`src/hdl/arb_pkg.sv`:
```
`default_nettype none

package arb_pkg;

  // --------------------------------------------------
  // Arbiter sizes
  // --------------------------------------------------

  // Number of requesters that compete for the grant
  localparam int num_requesters = 4;

  // Largest weight that a requester can be given
  localparam int max_weight = 7;

  // Saturation value of each weight accumulator
  // It must not be below max_weight or a refill could lose weight
  localparam int max_accumulated_weight = 14;

  // Bits needed to hold any weight from zero to max_weight
  localparam int weight_width = $clog2(max_weight + 1);

  // Bits needed to hold any accumulator value up to saturation
  localparam int accum_width = $clog2(max_accumulated_weight + 1);

  // --------------------------------------------------
  // Vector types
  // --------------------------------------------------

  // One bit per requester for request, grant, hold and priority masks
  typedef logic [num_requesters-1:0] req_vec_t;

  // Configured weight of one requester
  typedef logic [weight_width-1:0] weight_t;

  // Weight accumulator of one requester
  typedef logic [accum_width-1:0] accum_t;

  // Index of one requester
  typedef logic [$clog2(num_requesters)-1:0] req_idx_t;

  // Every requester starts with this weight after reset
  localparam weight_t reset_weight = weight_t'(1);

endpackage : arb_pkg

`default_nettype wire

```
`src/hdl/arb_hold_weighted_rr.sv`:
```
`default_nettype none
`timescale 1ns/100ps

module arb_hold_weighted_rr
  import arb_pkg::*;
(
  input  logic                         clk,
  input  logic                         rst_n,
  input  logic                         enable_priority_update,
  input  req_vec_t                     request,
  // Configured weight of every requester
  input  weight_t [num_requesters-1:0] weights,
  // Keep the current grant while this bit stays high
  input  req_vec_t                     grant_hold,
  // Final one-hot or zero grant
  output req_vec_t                     grant
);

  // --------------------------------------------------
  // Weighted arbiter
  // --------------------------------------------------

  // Update enable after the hold gating
  logic     enable_priority_update_int;
  // Grant as the weighted arbiter would give it without any hold
  req_vec_t grant_pre;
  // Final grant of the previous cycle
  req_vec_t grant_last;
  // Hold request that matches the requester granted last cycle
  req_vec_t hold;

  arb_weighted_rr u_arb_weighted_rr (
    .clk                    (clk),
    .rst_n                  (rst_n),
    .enable_priority_update (enable_priority_update_int),
    .request                (request),
    .weights                (weights),
    .grant                  (grant_pre)
  );

  // --------------------------------------------------
  // Grant hold
  // --------------------------------------------------

  // The final grant is registered every cycle, held or not
  always_ff @(posedge clk) begin
    if (!rst_n) begin
      grant_last <= '0;
    end else begin
      grant_last <= grant;
    end
  end

  // A hold bit on a requester that was not granted has no effect
  assign hold = grant_hold & grant_last;

  // During a hold the state is frozen so arbitration resumes
  // from the same point once the hold is released
  assign enable_priority_update_int = enable_priority_update && !(|hold);

  // The held grant stays even if its request has dropped
  assign grant = (|hold) ? hold : grant_pre;

endmodule : arb_hold_weighted_rr

`default_nettype wire

```
`src/hdl/arb_top.sv`:
```
`default_nettype none
`timescale 1ns/100ps

module arb_top
  import arb_pkg::*;
(
  input  logic     clk,
  input  logic     rst_n,

  // --------------------------------------------------
  // Weight configuration
  // --------------------------------------------------

  // Writes cfg_weight into slot cfg_idx on the edge where cfg_we is high
  input  logic     cfg_we,
  input  req_idx_t cfg_idx,
  input  weight_t  cfg_weight,

  // --------------------------------------------------
  // Arbitration
  // --------------------------------------------------

  // Low freezes the accumulators and the pointer
  input  logic     enable_priority_update,
  // One level per requester
  input  req_vec_t request,
  // Keep a granted requester in place while its bit is high
  input  req_vec_t grant_hold,
  // One-hot or zero, combinational from the inputs and the state
  output req_vec_t grant
);

  // Current weights from the configuration bank
  weight_t [num_requesters-1:0] weights;

  // --------------------------------------------------
  // Configuration bank
  // --------------------------------------------------

  // Weights are registered here so a write takes effect
  // in the arbitration of the following cycle
  weight_config_regs u_weight_config_regs (
    .clk        (clk),
    .rst_n      (rst_n),
    .cfg_we     (cfg_we),
    .cfg_idx    (cfg_idx),
    .cfg_weight (cfg_weight),
    .weights    (weights)
  );

  // --------------------------------------------------
  // Arbiter with grant hold
  // --------------------------------------------------

  // With no request and no prior grant the output is zero
  // which is the case while reset is applied
  arb_hold_weighted_rr u_arb_hold_weighted_rr (
    .clk                    (clk),
    .rst_n                  (rst_n),
    .enable_priority_update (enable_priority_update),
    .request                (request),
    .weights                (weights),
    .grant_hold             (grant_hold),
    .grant                  (grant)
  );

endmodule : arb_top

`default_nettype wire

```
`src/hdl/arb_weighted_rr.sv`:
```
`default_nettype none
`timescale 1ns/100ps

module arb_weighted_rr
  import arb_pkg::*;
(
  input  logic                         clk,
  input  logic                         rst_n,
  // Allow accumulators and pointer to change on a grant
  input  logic                         enable_priority_update,
  input  req_vec_t                     request,
  // Configured weight of every requester
  input  weight_t [num_requesters-1:0] weights,
  // One-hot or zero grant
  output req_vec_t                     grant
);

  // --------------------------------------------------
  // Accumulators and priority
  // --------------------------------------------------

  // Saturating weight accumulator per requester
  accum_t [num_requesters-1:0] accum;

  // Accumulator values to load on the next update
  accum_t [num_requesters-1:0] accum_next;

  // Priority bit per requester, set while its accumulator is non-zero
  req_vec_t prio;

  // Requests that are active and hold priority 1
  req_vec_t high_request;

  // All accumulators are refilled when the grantee has run dry
  logic refill;

  // State changes only on an allowed update with an actual grant
  logic accum_we;

  for (genvar i = 0; i < num_requesters; i++) begin : g_prio
    assign prio[i] = (accum[i] != '0);
  end : g_prio

  assign high_request = request & prio;

  // --------------------------------------------------
  // Round-robin selection
  // --------------------------------------------------

  // The select block owns the pointer and moves it on the same update
  // that changes the accumulators
  rr_priority_select u_rr_priority_select (
    .clk          (clk),
    .rst_n        (rst_n),
    .update       (enable_priority_update),
    .high_request (high_request),
    .request      (request),
    .grant        (grant)
  );

  // --------------------------------------------------
  // Refill and decrement
  // --------------------------------------------------

  // The grant is one-hot so this picks out the grantee's priority bit
  // A grantee with priority 0 has an empty accumulator
  assign refill = |(grant & ~prio);

  assign accum_we = enable_priority_update && (|grant);

  for (genvar i = 0; i < num_requesters; i++) begin : g_accum

    // One extra bit so the sum cannot wrap before saturation
    logic [accum_width:0] sum;
    accum_t               refilled;
    accum_t               base;

    // Add the weight and clamp at the saturation value
    assign sum = {1'b0, accum[i]} + (accum_width + 1)'(weights[i]);
    assign refilled = (sum > (accum_width + 1)'(max_accumulated_weight)) ?
                      accum_t'(max_accumulated_weight) : sum[accum_width-1:0];

    // Refill first, then take one from the grantee
    assign base = refill ? refilled : accum[i];

    // A grantee with zero weight stays at zero instead of wrapping
    assign accum_next[i] = (grant[i] && (base != '0)) ? base - accum_t'(1) : base;

  end : g_accum

  // Accumulators are empty after reset so every requester
  // starts with priority 0 and the first grant triggers a refill
  always_ff @(posedge clk) begin
    if (!rst_n) begin
      accum <= '0;
    end else if (accum_we) begin
      accum <= accum_next;
    end
  end

  // A requester with zero weight never leaves priority 0
  // It can still win when no priority-1 request is active

endmodule : arb_weighted_rr

`default_nettype wire

```
`src/hdl/rr_priority_select.sv`:
```
`default_nettype none
`timescale 1ns/100ps

module rr_priority_select
  import arb_pkg::*;
(
  input  logic     clk,
  input  logic     rst_n,
  // Move the pointer to the grantee at the next edge
  input  logic     update,
  // Requests that currently hold priority 1
  input  req_vec_t high_request,
  // All active requests
  input  req_vec_t request,
  // One-hot or zero grant
  output req_vec_t grant
);

  // --------------------------------------------------
  // Last-grant pointer
  // --------------------------------------------------

  // Index of the requester that was granted last
  // The search always starts one place after it
  req_idx_t ptr;

  // Result of the two searches
  logic     found_high;
  logic     found_any;
  req_idx_t high_idx;
  req_idx_t any_idx;

  // Final choice of the two searches
  logic     sel_valid;
  req_idx_t sel_idx;

  // --------------------------------------------------
  // Round-robin search
  // --------------------------------------------------

  // Both searches walk the same order starting after the pointer
  // and wrapping around, so the pointer itself is checked last
  // The first hit in each search is kept
  always_comb begin
    found_high = 1'b0;
    found_any  = 1'b0;
    high_idx   = '0;
    any_idx    = '0;
    for (int k = 1; k <= num_requesters; k++) begin
      req_idx_t cand;
      cand = req_idx_t'((int'(ptr) + k) % num_requesters);
      if (!found_high && high_request[cand]) begin
        found_high = 1'b1;
        high_idx   = cand;
      end
      if (!found_any && request[cand]) begin
        found_any = 1'b1;
        any_idx   = cand;
      end
    end
  end

  // Priority-1 requests win over the rest
  // high_request is a subset of request so any hit there is also a hit in the second search
  assign sel_valid = found_any;
  assign sel_idx   = found_high ? high_idx : any_idx;

  // Decode the chosen index into a one-hot grant
  // With no request the grant stays zero
  always_comb begin
    grant = '0;
    if (sel_valid) begin
      grant[sel_idx] = 1'b1;
    end
  end

  // --------------------------------------------------
  // Pointer update
  // --------------------------------------------------

  // Out of reset the pointer sits on the last index
  // so requester 0 is the first one looked at
  // It only moves when an update is allowed and a grant is made
  always_ff @(posedge clk) begin
    if (!rst_n) begin
      ptr <= req_idx_t'(num_requesters - 1);
    end else if (update && (|grant)) begin
      ptr <= sel_idx;
    end
  end

endmodule : rr_priority_select

`default_nettype wire

```
`src/hdl/weight_config_regs.sv`:
```
`default_nettype none
`timescale 1ns/100ps

module weight_config_regs
  import arb_pkg::*;
(
  input  logic                         clk,
  input  logic                         rst_n,
  // Write strobe for one weight slot
  input  logic                         cfg_we,
  input  req_idx_t                     cfg_idx,
  input  weight_t                      cfg_weight,
  // Current weight of every requester
  output weight_t [num_requesters-1:0] weights
);

  // --------------------------------------------------
  // Slot decode
  // --------------------------------------------------

  // One write enable per slot, taken from the strobe and the index
  req_vec_t slot_we;

  always_comb begin
    slot_we = '0;
    if (cfg_we) begin
      slot_we[cfg_idx] = 1'b1;
    end
  end

  // --------------------------------------------------
  // Weight registers
  // --------------------------------------------------

  // Each slot is a plain register that loads on its own enable
  // The new weight is seen by the arbiter from the next cycle on
  // A value above max_weight cannot be written since the field is too narrow for it
  for (genvar i = 0; i < num_requesters; i++) begin : g_slot

    always_ff @(posedge clk) begin
      if (!rst_n) begin
        // All requesters share the same weight out of reset
        weights[i] <= reset_weight;
      end else if (slot_we[i]) begin
        weights[i] <= cfg_weight;
      end
    end

  end : g_slot

  // A zero weight is legal and simply keeps that requester
  // out of the priority-1 group
  // Writes to one slot leave every other slot untouched

endmodule : weight_config_regs

`default_nettype wire

```
`config.mk`:
```
export PLATFORM = sky130hd
export DESIGN_NAME = arb_top
export DESIGN_NICKNAME = d
export VERILOG_FILES = /design/src/hdl/arb_pkg.sv /design/src/hdl/arb_hold_weighted_rr.sv /design/src/hdl/arb_top.sv /design/src/hdl/arb_weighted_rr.sv /design/src/hdl/rr_priority_select.sv /design/src/hdl/weight_config_regs.sv
export SDC_FILE = /design/constraint.sdc
export NUM_CORES = 1
export LEC_CHECK = 0
export BUFFER_PORTS_ARGS = -buffer_cell sky130_fd_sc_hd__buf_2
export CAP_MARGIN = 20
export CORE_MARGIN = 2
export CORE_UTILIZATION = 30
export CTS_BUF_LIST = sky130_fd_sc_hd__clkbuf_4 sky130_fd_sc_hd__clkbuf_8
export DETAILED_ROUTE_END_ITERATION = 10
export GPL_TIMING_DRIVEN = 0
export PLACE_DENSITY_LB_ADDON = 0.15
export SLEW_MARGIN = 30
export SYNTH_ARGS = -nofsm -noshare
export SYNTH_HDL_FRONTEND = slang
export SYNTH_SLANG_ARGS = --single-unit
```
`constraint.sdc`:
```
create_clock -name clk -period 3.9 [get_ports clk]
set_input_delay 0.39 -clock clk [delete_from_list [all_inputs] [get_ports clk]]
set_output_delay 0.39 -clock clk [all_outputs]
set_load 0.02 [all_outputs]
```
==> results_dict.tcl <==
set metrics [dict create \
    grt_pass1_vias 2776 \
    slew_violations 0 \
    grt_max_degree 13 \
    diodes 0 \
    period_needed_ps 3820 \
    r2r_cells 15 \
    die_area_um2 10800 \
    routed_wirelength_mm 9.13 \
    antenna_found_initial 0 \
    setup_viol 0 \
    fin_crit_sh_pct 98.0 \
    hp-start "cfg_weight[0]" \
    holdPathEnd "u_weight_config_regs.weights[9]$_SDFFE_PN1P_" \
    crit_family "compound AO/OA/AOI/OAI gates" \
    rsz0062_at_grt "yes" \
    cts_sinks 34 \
    post_synth.cell_area_avg_um2 8.08 \
    dp_cells 524 \
    gr-usage-all-layers_pct 16.7 \
    netlist_instances 371 \
    first_pass_iters 4 \
    hold_path.class "input pin to register" \
    synth-async-reset-ratio_pct 0 \
    hold_viol 0 \
    area_delta_synth_final_pct 23.8 \
    clkLatencyLatePin_ps 300 \
    grt_pass1_wl_mm 14.6 \
    cp.arrival_ps 4010 \
    syn-num-nets 408 \
    synth_ff_type "dfxtp_1" \
    rrSetupSlack_ps 80 \
    overflow 0 \
    synth_seq_cells 34 \
    ctsHoldBuffers 0 \
    whs_path_depth 3 \
    cp_max_fo 6 \
    drt-initial-drc-count 91 \
    clk_pin_slew_ps 80 \
    relSlewSlack_pct 38.0 \
    slowest_stage "o41ai_4" \
    die_w_um 104 \
    drc_errors 0 \
    max_cap_violations 0 \
    status "finished clean" \
    vias 2908 \
    clockRootBuffer "clkbuf_8" \
    die_h_um 104 \
    syn_area_um2 3000 \
    cts_buffers 5 \
    portBuffers 20 \
    place_ws_ps -394 \
    yosysWarnings 0 \
    cp.required_ps 4090 \
    cpPeakStageDelay_ps 460 \
    globalplace.congestion 0.841 \
    fp-row-count 36 \
    skew_ps 8.42 \
    ys_seq_area_share_pct 22.7 \
    setup.worst_path.start_class "register" \
    cp_cell_sequence "o41ai_4 > nand4_1 > a211o_1 > nand2_4 > mux2i_4 > o22ai_2 > buf_6 > mux2i_4 > ha_4 > nor4b_1 > a211o_1 > nor2_4 > a21oi_2 > o21a_1 > o31a_1" \
    viasPerCell 5.32 \
    yosysUniqueCellTypes 61 \
    final_cells 547 \
    crit_buf_inv 1 \
    nNetsFinal 450 \
    fp.coreArea_um2 9730 \
    htreeDepth 2 \
    wl_per_cell_um 16.7 \
    worst_slew_pin_slew_ps 921 \
    cts_tree "done" \
    drive_gt1_share_pct 22.0 \
    cts_max_path_buffers 2 \
    io_pins 21 \
    worst_slack_ps 79.8 \
    antenna_left 0 \
    synth_edf_count 0 \
    critPathKind "register to register" \
    worst_setup_path_end_kind "register" \
    max_freq_ghz 0.262 \
    initial_utilization_pct 30.8 \
    hpwl_mm 6.56 \
]
cells by family after synthesis:
family	synth area share [%]
flops	22.7
fa+ha+maj	9.35
simple gates	24.0
xor+xnor	2.63
buf+inv	5.43
mux	9.52
compound gates	26.3
sequential cells by signal (all words and copies together) (netlist names), named ones only:
signal and flops:
u_arb_hold_weighted_rr.grant_last 4, u_arb_hold_weighted_rr.u_arb_weighted_rr.accum 16, u_weight_config_regs.weights 12
synth_stat cells (all sizes together), types with 5 or more instances:
cell type	number	area, um^2
nor2b	14	87.6
mux2i	24	240
nor2	18	70.1
nand4	5	31.3
a21oi	22	110
xnor2	7	61.3
dfxtp	34	681
ha	16	200
nand3	16	80.1
buf	6	42.5
nand2b	5	31.3
inv	19	71.3
a211oi	7	52.6
clkbuf	13	48.8
o21ai	26	130
nand2	37	146
a21o	7	52.6
nor3	8	40.0
per-layer routing:
layer  GRT usage [%]  vias up  wire [um]
met1            21.8     1399       4350
met2            28.7       36       4420
li1                -     1464          -
met4            5.41        0        159
met5               0        -          0
met3            1.82        9        202
worst max path at each step:
stage | cells past startpoint | endpoint | from
floorplan | 16 | register | register
global placement | 16 | register | register
detailed placement | 16 | register | register
CTS | 15 | register | register
global route | 14 | register | register
finish | 15 | register | register
worst register-to-register path, cell delays in order, from the launching register on:
cell and delay, ps:
dfxtp_1 400, o41ai_4 470, nand4_1 180, a211o_1 350
nand2_4 140, mux2i_4 250, o22ai_2 110, buf_6 160
mux2i_4 200, ha_4 200, nor4b_1 140, a211o_1 370
nor2_4 230, a21oi_2 80, o21a_1 180, o31a_1 270
repair_timing:
action / in CTS / in global routing
gates cloned: 0 / 1
buffers inserted: 2 / 13
pin swaps: 2 / 16
resized for setup: 14 / 37
endpoints found under the setup margin: 11 / 13
cells in the final DEF (no fill, tap or decap), types with 15 or more instances in the layout:
cell	synthesis	routed
nand2_1	36	33
o21ai_0	26	26
dfxtp_1	34	26
buf_2	4	22
a21oi_1	22	20
inv_1	19	19
mux2i_1	24	19
nor2_1	17	17
nand3_1	16	15
ha_1	16	15
cell type report:
cell class / count / area [um^2]
inverters: 19 / 71.3
clock inverters: 3 / 68.8
clock buffers: 5 / 68.8
well taps: 133 / 166
repair buffers: 36 / 224
fillers: 1054 / 6020
plain buffers: 18 / 100
flip-flops and latches: 34 / 696
multi-input cells: 299 / 2320
through the flow:
stage	util (%)	TNS (ps)	hold WS [ps]	instance area (um^2)
5_1_grt	38.2	-189	352	3710
3_3_place_gp	33.6	-1110	478	3260
6_report	38.2	0	363	3710
4_1_cts	35.8	0	357	3480
3_5_place_dp	33.6	-1600	480	3260
2_1_floorplan	-	0	448	3000
Power is left out: the tool's default activity adds up to more than one toggle a clock period on the data nets, which glitch-free logic cannot reach.
